<file path="src/id_decode_pkg.sv">
// ~~~~~~~~~~~~~~~~~~~~
// Shared types and encodings for the instruction-decode stage.
// Imported by every decode module and by the testbench.
// ~~~~~~~~~~~~~~~~~~~~

package id_decode_pkg;

    // Widths with a meaning of their own.
    typedef logic [31:0] xlen_t;
    typedef logic [31:0] insn_t;
    typedef logic [31:1] pc_t;
    typedef logic [4:0]  reg_idx_t;
    typedef logic [3:0]  cause_t;

    // Major opcodes, instruction bits 6 to 2.
    localparam logic [4:0] OP_LOAD     = 5'b00000;
    localparam logic [4:0] OP_MISC_MEM = 5'b00011;
    localparam logic [4:0] OP_OP_IMM   = 5'b00100;
    localparam logic [4:0] OP_AUIPC    = 5'b00101;
    localparam logic [4:0] OP_STORE    = 5'b01000;
    localparam logic [4:0] OP_OP       = 5'b01100;
    localparam logic [4:0] OP_LUI      = 5'b01101;
    localparam logic [4:0] OP_BRANCH   = 5'b11000;
    localparam logic [4:0] OP_JALR     = 5'b11001;
    localparam logic [4:0] OP_JAL      = 5'b11011;
    localparam logic [4:0] OP_SYSTEM   = 5'b11100;

    // SYSTEM instructions with funct3 of zero, by bits 31 to 20.
    localparam logic [11:0] F12_ECALL  = 12'h000;
    localparam logic [11:0] F12_EBREAK = 12'h001;
    localparam logic [11:0] F12_WFI    = 12'h105;
    localparam logic [11:0] F12_MRET   = 12'h302;

    // Illegal instruction trap cause.
    localparam cause_t CAUSE_ILLEGAL = 4'd2;

    // Instruction as handed over by IF.
    typedef struct packed {
        logic   valid;
        pc_t    pc;
        insn_t  insn;
        logic   trap;
        cause_t cause;
    } fetch_t;

    // Register write-back request.
    typedef struct packed {
        logic     we;
        reg_idx_t rd;
        xlen_t    wdata;
    } wb_t;

    // Early control-flow info for the fetch side.
    typedef struct packed {
        logic is_xret;
        logic is_jump;
        logic is_branch;
        logic predict;
        pc_t  target;
    } branch_t;

    // Contents of the ID/EX barrier.
    typedef struct packed {
        logic   valid;
        pc_t    pc;
        insn_t  insn;
        logic   use_rd;
        xlen_t  rs1_val;
        xlen_t  rs2_val;
        logic   branch;
        logic   branch_predict;
        logic   trap;
        cause_t cause;
    } id_ex_t;

endpackage

</file>
<file path="src/branch_unit.sv">
// ~~~~~~~~~~~~~~~~~~~~
// Early jump, branch and xret detection with target calculation.
// Feeds the fetch side in the same cycle.
// ~~~~~~~~~~~~~~~~~~~~

module branch_unit import id_decode_pkg::*; (
    input  insn_t   insn,
    input  pc_t     pc,
    input  xlen_t   rs1_val,
    output branch_t branch
);

    logic [4:0] opcode;
    xlen_t      pc_full;
    xlen_t      imm_j;
    xlen_t      imm_i;
    xlen_t      imm_b;
    xlen_t      base;
    xlen_t      offset;
    xlen_t      sum;

    assign opcode  = insn[6:2];
    assign pc_full = {pc, 1'b0};

    // Sign-extended immediates.
    assign imm_j = {{12{insn[31]}}, insn[19:12], insn[20], insn[30:21], 1'b0};
    assign imm_i = {{20{insn[31]}}, insn[31:20]};
    assign imm_b = {{20{insn[31]}}, insn[7], insn[30:25], insn[11:8], 1'b0};

    always_comb begin
        branch.is_xret   = 1'b0;
        branch.is_jump   = 1'b0;
        branch.is_branch = 1'b0;
        base             = pc_full;
        offset           = '0;
        case (opcode)
            OP_JAL: begin
                branch.is_jump = 1'b1;
                offset         = imm_j;
            end
            OP_JALR: begin
                branch.is_jump = 1'b1;
                base           = rs1_val;
                offset         = imm_i;
            end
            OP_BRANCH: begin
                branch.is_branch = 1'b1;
                offset           = imm_b;
            end
            OP_SYSTEM: begin
                branch.is_xret = insn[14:12] == 3'b000 && insn[31:20] == F12_MRET;
            end
            default: ;
        endcase
    end

    // Static prediction: backward branches have bit 31 set.
    assign branch.predict = insn[31];

    assign sum           = base + offset;
    assign branch.target = sum[31:1];

endmodule

</file>
<file path="src/id_barrier.sv">
// ~~~~~~~~~~~~~~~~~~~~
// ID/EX pipeline register with stall and drain handling.
// Makes the illegal instruction trap decision.
// ~~~~~~~~~~~~~~~~~~~~

module id_barrier import id_decode_pkg::*; (
    input  logic   clk,
    input  logic   rst,
    input  fetch_t fetch,
    input  logic   insn_valid,
    input  logic   use_rd,
    input  xlen_t  rs1_val,
    input  xlen_t  rs2_val,
    input  logic   is_branch,
    input  logic   predict,
    input  logic   stall_id,
    input  logic   stall_ex,
    output id_ex_t ex
);

    id_ex_t next;

    always_comb begin
        next.valid          = fetch.valid && insn_valid;
        next.pc             = fetch.pc;
        next.insn           = fetch.insn;
        next.use_rd         = use_rd;
        next.rs1_val        = rs1_val;
        next.rs2_val        = rs2_val;
        next.branch         = is_branch;
        next.branch_predict = predict;
        // A trap from IF wins over a decode failure.
        next.trap           = fetch.trap || (fetch.valid && !insn_valid);
        next.cause          = fetch.trap ? fetch.cause : CAUSE_ILLEGAL;
    end

    always_ff @(posedge clk) begin
        if (rst) begin
            ex.valid <= 1'b0;
            ex.trap  <= 1'b0;
        end else if (!stall_id) begin
            ex <= next;
        end else begin
            // EX took the item and ID has nothing new.
            ex.valid <= ex.valid && stall_ex;
        end
    end

endmodule

</file>
<file path="src/id_stage.sv">
// ~~~~~~~~~~~~~~~~~~~~
// Instruction decode stage, top level.
// Takes the IF result and the write-back port, feeds EX and fetch.
// ~~~~~~~~~~~~~~~~~~~~

module id_stage import id_decode_pkg::*; #(
    parameter bit has_m     = 1'b1,
    parameter bit has_zicsr = 1'b1
) (
    input  logic    clk,
    input  logic    rst,
    // From IF.
    input  fetch_t  fetch,
    // Register write-back.
    input  wb_t     wb,
    input  logic    stall_id,
    input  logic    stall_ex,
    // Early control flow, combinational.
    output branch_t branch,
    // To EX.
    output id_ex_t  ex
);

    reg_idx_t rs1;
    reg_idx_t rs2;
    xlen_t    rs1_val;
    xlen_t    rs2_val;
    logic     insn_valid;
    logic     use_rd;

    assign rs1 = fetch.insn[19:15];
    assign rs2 = fetch.insn[24:20];

    reg_file i_reg_file (
        .clk     (clk),
        .rst     (rst),
        .wb      (wb),
        .rs1     (rs1),
        .rs2     (rs2),
        .rs1_val (rs1_val),
        .rs2_val (rs2_val)
    );

    opcode_decoder #(
        .has_m     (has_m),
        .has_zicsr (has_zicsr)
    ) i_opcode_decoder (
        .insn       (fetch.insn),
        .insn_valid (insn_valid),
        .use_rd     (use_rd)
    );

    branch_unit i_branch_unit (
        .insn    (fetch.insn),
        .pc      (fetch.pc),
        .rs1_val (rs1_val),
        .branch  (branch)
    );

    id_barrier i_id_barrier (
        .clk        (clk),
        .rst        (rst),
        .fetch      (fetch),
        .insn_valid (insn_valid),
        .use_rd     (use_rd),
        .rs1_val    (rs1_val),
        .rs2_val    (rs2_val),
        .is_branch  (branch.is_branch),
        .predict    (branch.predict),
        .stall_id   (stall_id),
        .stall_ex   (stall_ex),
        .ex         (ex)
    );

endmodule

</file>
<file path="src/opcode_decoder.sv">
// ~~~~~~~~~~~~~~~~~~~~
// Checks a 32-bit word against RV32I, optionally M and Zicsr.
// Also tells whether the instruction writes rd.
// ~~~~~~~~~~~~~~~~~~~~

module opcode_decoder import id_decode_pkg::*; #(
    parameter bit has_m     = 1'b1,
    parameter bit has_zicsr = 1'b1
) (
    input  insn_t insn,
    output logic  insn_valid,
    output logic  use_rd
);

    logic [4:0]  opcode;
    logic [2:0]  funct3;
    logic [6:0]  funct7;
    logic [11:0] funct12;

    assign opcode  = insn[6:2];
    assign funct3  = insn[14:12];
    assign funct7  = insn[31:25];
    assign funct12 = insn[31:20];

    // Immediate shifts carry funct7 in the upper immediate bits.
    logic valid_op_imm;
    always_comb begin
        case (funct3)
            3'b001:  valid_op_imm = funct7 == 7'h00;
            3'b101:  valid_op_imm = funct7 == 7'h00 || funct7 == 7'h20;
            default: valid_op_imm = 1'b1;
        endcase
    end

    // Register-register ALU and M extension.
    logic valid_op;
    always_comb begin
        case (funct7)
            7'h00:   valid_op = 1'b1;
            // Only SUB and SRA.
            7'h20:   valid_op = funct3 == 3'b000 || funct3 == 3'b101;
            7'h01:   valid_op = has_m;
            default: valid_op = 1'b0;
        endcase
    end

    logic valid_system;
    always_comb begin
        if (funct3 == 3'b000) begin
            valid_system = funct12 == F12_ECALL || funct12 == F12_EBREAK
                        || funct12 == F12_MRET  || funct12 == F12_WFI;
        end else if (funct3 == 3'b100) begin
            valid_system = 1'b0;
        end else begin
            // CSR accesses.
            valid_system = has_zicsr;
        end
    end

    always_comb begin
        insn_valid = 1'b0;
        use_rd     = 1'b0;
        case (opcode)
            OP_LOAD: begin
                insn_valid = funct3 != 3'b011 && funct3 != 3'b110 && funct3 != 3'b111;
                use_rd     = 1'b1;
            end
            OP_MISC_MEM: insn_valid = funct3[2:1] == 2'b00;
            OP_OP_IMM: begin
                insn_valid = valid_op_imm;
                use_rd     = 1'b1;
            end
            OP_AUIPC, OP_LUI, OP_JAL: begin
                insn_valid = 1'b1;
                use_rd     = 1'b1;
            end
            OP_STORE: insn_valid = funct3 < 3'd3;
            OP_OP: begin
                insn_valid = valid_op;
                use_rd     = 1'b1;
            end
            OP_BRANCH: insn_valid = funct3[2] || !funct3[1];
            OP_JALR: begin
                insn_valid = funct3 == 3'b000;
                use_rd     = 1'b1;
            end
            OP_SYSTEM: begin
                insn_valid = valid_system;
                use_rd     = funct3 != 3'b000;
            end
            default: ;
        endcase
        // Compressed or longer encodings are not supported.
        if (insn[1:0] != 2'b11) begin
            insn_valid = 1'b0;
        end
    end

endmodule

</file>
<file path="src/reg_file.sv">
// ~~~~~~~~~~~~~~~~~~~~
// Write-first register file, two read ports and one write port.
// Register 0 is hardwired to zero.
// ~~~~~~~~~~~~~~~~~~~~

module reg_file import id_decode_pkg::*; (
    input  logic     clk,
    input  logic     rst,
    // Write port.
    input  wb_t      wb,
    // Read indices.
    input  reg_idx_t rs1,
    input  reg_idx_t rs2,
    // Read data.
    output xlen_t    rs1_val,
    output xlen_t    rs2_val
);

    // x1 to x31 only.
    xlen_t regs [31:1];

    // Zero for x0, pending write data on a hit, storage otherwise.
    function automatic xlen_t read_reg(reg_idx_t idx);
        xlen_t val;
        if (idx == '0) begin
            val = '0;
        end else if (wb.we && wb.rd == idx) begin
            val = wb.wdata;
        end else begin
            val = regs[idx];
        end
        return val;
    endfunction

    always_comb begin
        rs1_val = read_reg(rs1);
        rs2_val = read_reg(rs2);
    end

    always_ff @(posedge clk) begin
        if (rst) begin
            for (int i = 1; i < 32; i++) begin
                regs[i] <= '0;
            end
        end else if (wb.we && wb.rd != '0) begin
            regs[wb.rd] <= wb.wdata;
        end
    end

endmodule

</file>
<file path="config.mk">
export PLATFORM = sky130hd
export DESIGN_NAME = id_stage
export DESIGN_NICKNAME = d
export VERILOG_FILES = /design/src/id_decode_pkg.sv /design/src/branch_unit.sv /design/src/id_barrier.sv /design/src/id_stage.sv /design/src/opcode_decoder.sv /design/src/reg_file.sv
export SDC_FILE = /design/constraint.sdc
export NUM_CORES = 2
export LEC_CHECK = 0
export ABC_CLOCK_PERIOD_IN_PS = 7950
export BUFFER_PORTS_ARGS = -buffer_cell sky130_fd_sc_hd__buf_2
export CAP_MARGIN = 20
export CORE_MARGIN = 3
export CORE_UTILIZATION = 50
export CTS_CLUSTER_DIAMETER = 60
export DETAILED_ROUTE_END_ITERATION = 16
export PLACE_DENSITY_LB_ADDON = 0.08
export SLEW_MARGIN = 20
export SYNTH_ARGS = -nofsm -noshare
export SYNTH_HDL_FRONTEND = slang
export SYNTH_HIERARCHICAL = 1
export SYNTH_SLANG_ARGS = --single-unit
</file>
<file path="constraint.sdc">
create_clock -name clk -period 7.95 [get_ports clk]
set_input_delay 1.1925 -clock clk [delete_from_list [all_inputs] [get_ports clk]]
set_output_delay 1.1925 -clock clk [all_outputs]
set_load 0.02 [all_outputs]
</file>
==> qor.txt <==
Status - complete, no violations
Clk slew on worst S/H paths - 0.06 ns
CTS buffer count - 138
Sequential-to-total area share from yosys stat - 56.3%
Peak supply drop - 0.233 mV
Die Area - 128000 µm²
Commonest non-fill, non-tap cell in the layout - edfxtp_1
Final hold vios - 0
Effective utilization at floorplan - 50.6%
Register bit total from synthesis - 1160
DP Area - 65000 µm²
Worst EP arrival - 6.44 ns
Most frequent cells in the layout - 1158 x edfxtp_1, 1004 x and2_1, 375 x mux4_2, 338 x mux2i_1, 273 x buf_2
Via density - 6.84
Total track usage - 36.9%
Critical path fanouts, max - 22
Final period utilization - 96.0%
H-tree depth - 4
RSZ-0062 raised after global routing - false
Clock Path Buffers - 3
Setup Skew - 0.0211 ns
P_leak - 25.2 nW
Worst path cell trace - buf_8 > buf_4 > buf_4 > mux4_2 > a211oi_1 > nand2_1 > a32o_1 > nand2_1 > nand2_1 > ha_1 > a21o_1 > a221oi_1 > o31ai_1 > buf_4 > o21ai_0 > o211ai_1 > a211o_1 > a31oi_1 > o21ai_0 > xnor2_1 > buf_2
Filler cell count - 9764
Row count - 128
Skew-Pair Late Insertion Delay - 0.78 ns
F_max - 131 MHz
PwrDens - 226 nW/µm²
CTS root buffer - clkbuf_16
Residual DRC count - 0
Rel. slew slack - 14.9%
Number of synthesized flops with an enable pin - 1158
Avg Cell Area, Syn - 14.2 µm²
Ys flop type - edfxtp_1
Port bufs - 281
Nets@finish - 4635
Largest net degree at the start of global routing - 89
Critical path type - in -> out
Routed length per instance - 38.0 µm
Worst Path Required - 6.76 ns
Sinks on Clock Net - 1160
Crit start category - input pin
Period minus WS final - 7.63 ns
Yosys cell types - 88
Slew @ Worst Pin - 1.27 ns
CTS tree - done
Die extent in y - 358 µm
Detail Placement HPWL - 135000 µm
Vias in the first global route - 41285
Setup violators final - 0
Slowest cell on crit path - mux4_2
Global-route wire length before repair - 326000 µm
Synth-to-layout area growth - 12.6%
Antenna violations before repair - 34
Postcts setup bufs - 0
GR Overflow Total - 0
CP Capture Type - output port
Share of cells above drive strength 1 - 23.8%
Pre-Repair DR Iteration Count - 8
Yosys warnings - 6
Core footprint - 122000 µm²
Detail Route Antenna Nets - 0
IO Count - 282
Via count - 42801
Initial detailed-routing violation count - 6771
Slowest stage delay, CP - 0.51 ns
Max-cap violations - 0
Hold Path Class - reg -> reg
GPL Wtd Cong - 0.888
Chip Width - 358 µm
Post-route setup TNS - 0 ns
Post-route cell area - 69600 µm²
Drt total wl - 238000 µm
Post-Syn Area - 61800 µm²
FFs w/ async S/R, synth - 0%
Post-Synthesis Cells - 4342
Fin. max-slew vios - 0
-- report_power, final --
group	internal (mW)	switching, mW
logic	0.692	1.27
registers	7.10	0.168
clock network	3.87	2.64
-- per-layer routing --
metal  up-vias  global-route usage (%)  part of all wire, %
li1      17016                       -                    -
met1     21716                    49.1                   36
met2      3353                    55.5                   44
met3       710                    10.1                   13
met4         6                    19.8                  5.9
met5         -                       0                0.016
-- layout make-up --
class | instances | area (µm²) | area share (%)
Clock buffer | 169 | 3700 | 5.31
Multi-Input combinational cell | 2777 | 25400 | 36.5
Timing Repair Buffer | 412 | 2640 | 3.79
Inverter | 10 | 37.5 | 0.0539
Sequential cell | 1160 | 34800 | 50.0
Antenna cell | 26 | 65.1 | 0.0935
Tap cell | 1625 | 2030 | 2.92
Clock inverter | 82 | 888 | 1.28
-- critical path, delay by kind of cell --
family	cells	cell delay, ns
AO/OA/AOI/OAI	10	2.72
buffers and inverters	5	1.20
adder cells (fa/ha/maj)	1	0.32
XOR/XNOR	1	0.16
AND/OR/NAND/NOR	3	0.27
multiplexers	1	0.51
-- cells in the mapped netlist (6+ instances only) --
library cell,instances,share of area (%)
edfxtp_1,1158,56
and2_1,1005,10
mux4_2,375,14
mux2i_1,338,5.5
clkbuf_1,287,1.7
nand2_1,153,0.93
a22oi_1,107,1.3
a21oi_1,86,0.70
nor2_1,80,0.49
buf_2,56,0.45
o21ai_1,51,0.41
o22ai_1,39,0.39
o221ai_1,38,0.54
a211oi_1,36,0.44
buf_4,33,0.40
or2_2,33,0.33
a32o_1,32,0.52
xnor2_1,31,0.44
a221oi_1,30,0.43
buf_6,28,0.51
o21ai_0,26,0.21
ha_1,24,0.49
nand3_1,24,0.19
buf_1,22,0.13
a21o_1,18,0.22
nor3_1,18,0.15
nand2b_1,17,0.17
o221a_1,15,0.27
a31oi_1,14,0.14
a221o_1,11,0.18
xor2_1,11,0.16
a32oi_1,9,0.13
nand3b_1,8,0.097
nor2b_1,8,0.081
nor4b_1,8,0.11
inv_1,7,0.043
mux2_2,6,0.11
o2111ai_1,6,0.085
or3_1,6,0.061
-- metrics by stage --
step	hold slack, ns	setup slack [ns]	std cells	utilization [%]	power (mW)
after CTS	0.482	0.324	6235	56.9	15.7
after detailed placement	0.473	0.336	5984	53.2	9.28
after global routing	0.523	0.0283	6241	56.9	16.1
after global placement	0.457	0.383	5984	53.2	9.27
after floorplan	0.534	0.552	4373	-	8.47
final	0.479	0.318	6261	57.0	15.7
-- registers in the layout (all words and copies together), names as in the netlist --
register / cells
i_id_barrier/ex: 136
i_reg_file/regs: 1024
-- cells by family after synthesis --
logic type | share of synthesized area, %
simple gates | 13.2
mux | 19.3
xor+xnor | 0.595
fa+ha+maj | 0.518
buf+inv | 3.30
compound gates | 6.74
flops | 56.3
other cells | 0.00607
-- path summary, 6_finish.rpt --
path                                        startpoint                              end  slack, ns  cells after the start
hold / removal         i_id_barrier/ex[135]$_SDFF_PP0_  i_id_barrier/ex[135]$_SDFF_PP0_       0.48                      2
setup reg to reg  i_reg_file/regs[23][1]$_SDFFCE_PN0P_     i_id_barrier/ex[8]$_DFFE_PP_       5.42                      4
hold reg to reg        i_id_barrier/ex[135]$_SDFF_PP0_  i_id_barrier/ex[135]$_SDFF_PP0_       0.48                      2
setup / recovery                             fetch[20]                       branch[27]       0.32                     21
-- what timing repair did --
action | 4_1_cts | 5_1_grt
hold buffers | 0 | 0
gates resized for setup | 0 | 1
endpoints found under the setup margin | 0 | 2
endpoints found under the hold margin | 0 | 0
Note: power is estimated with default switching activity, not from simulation.
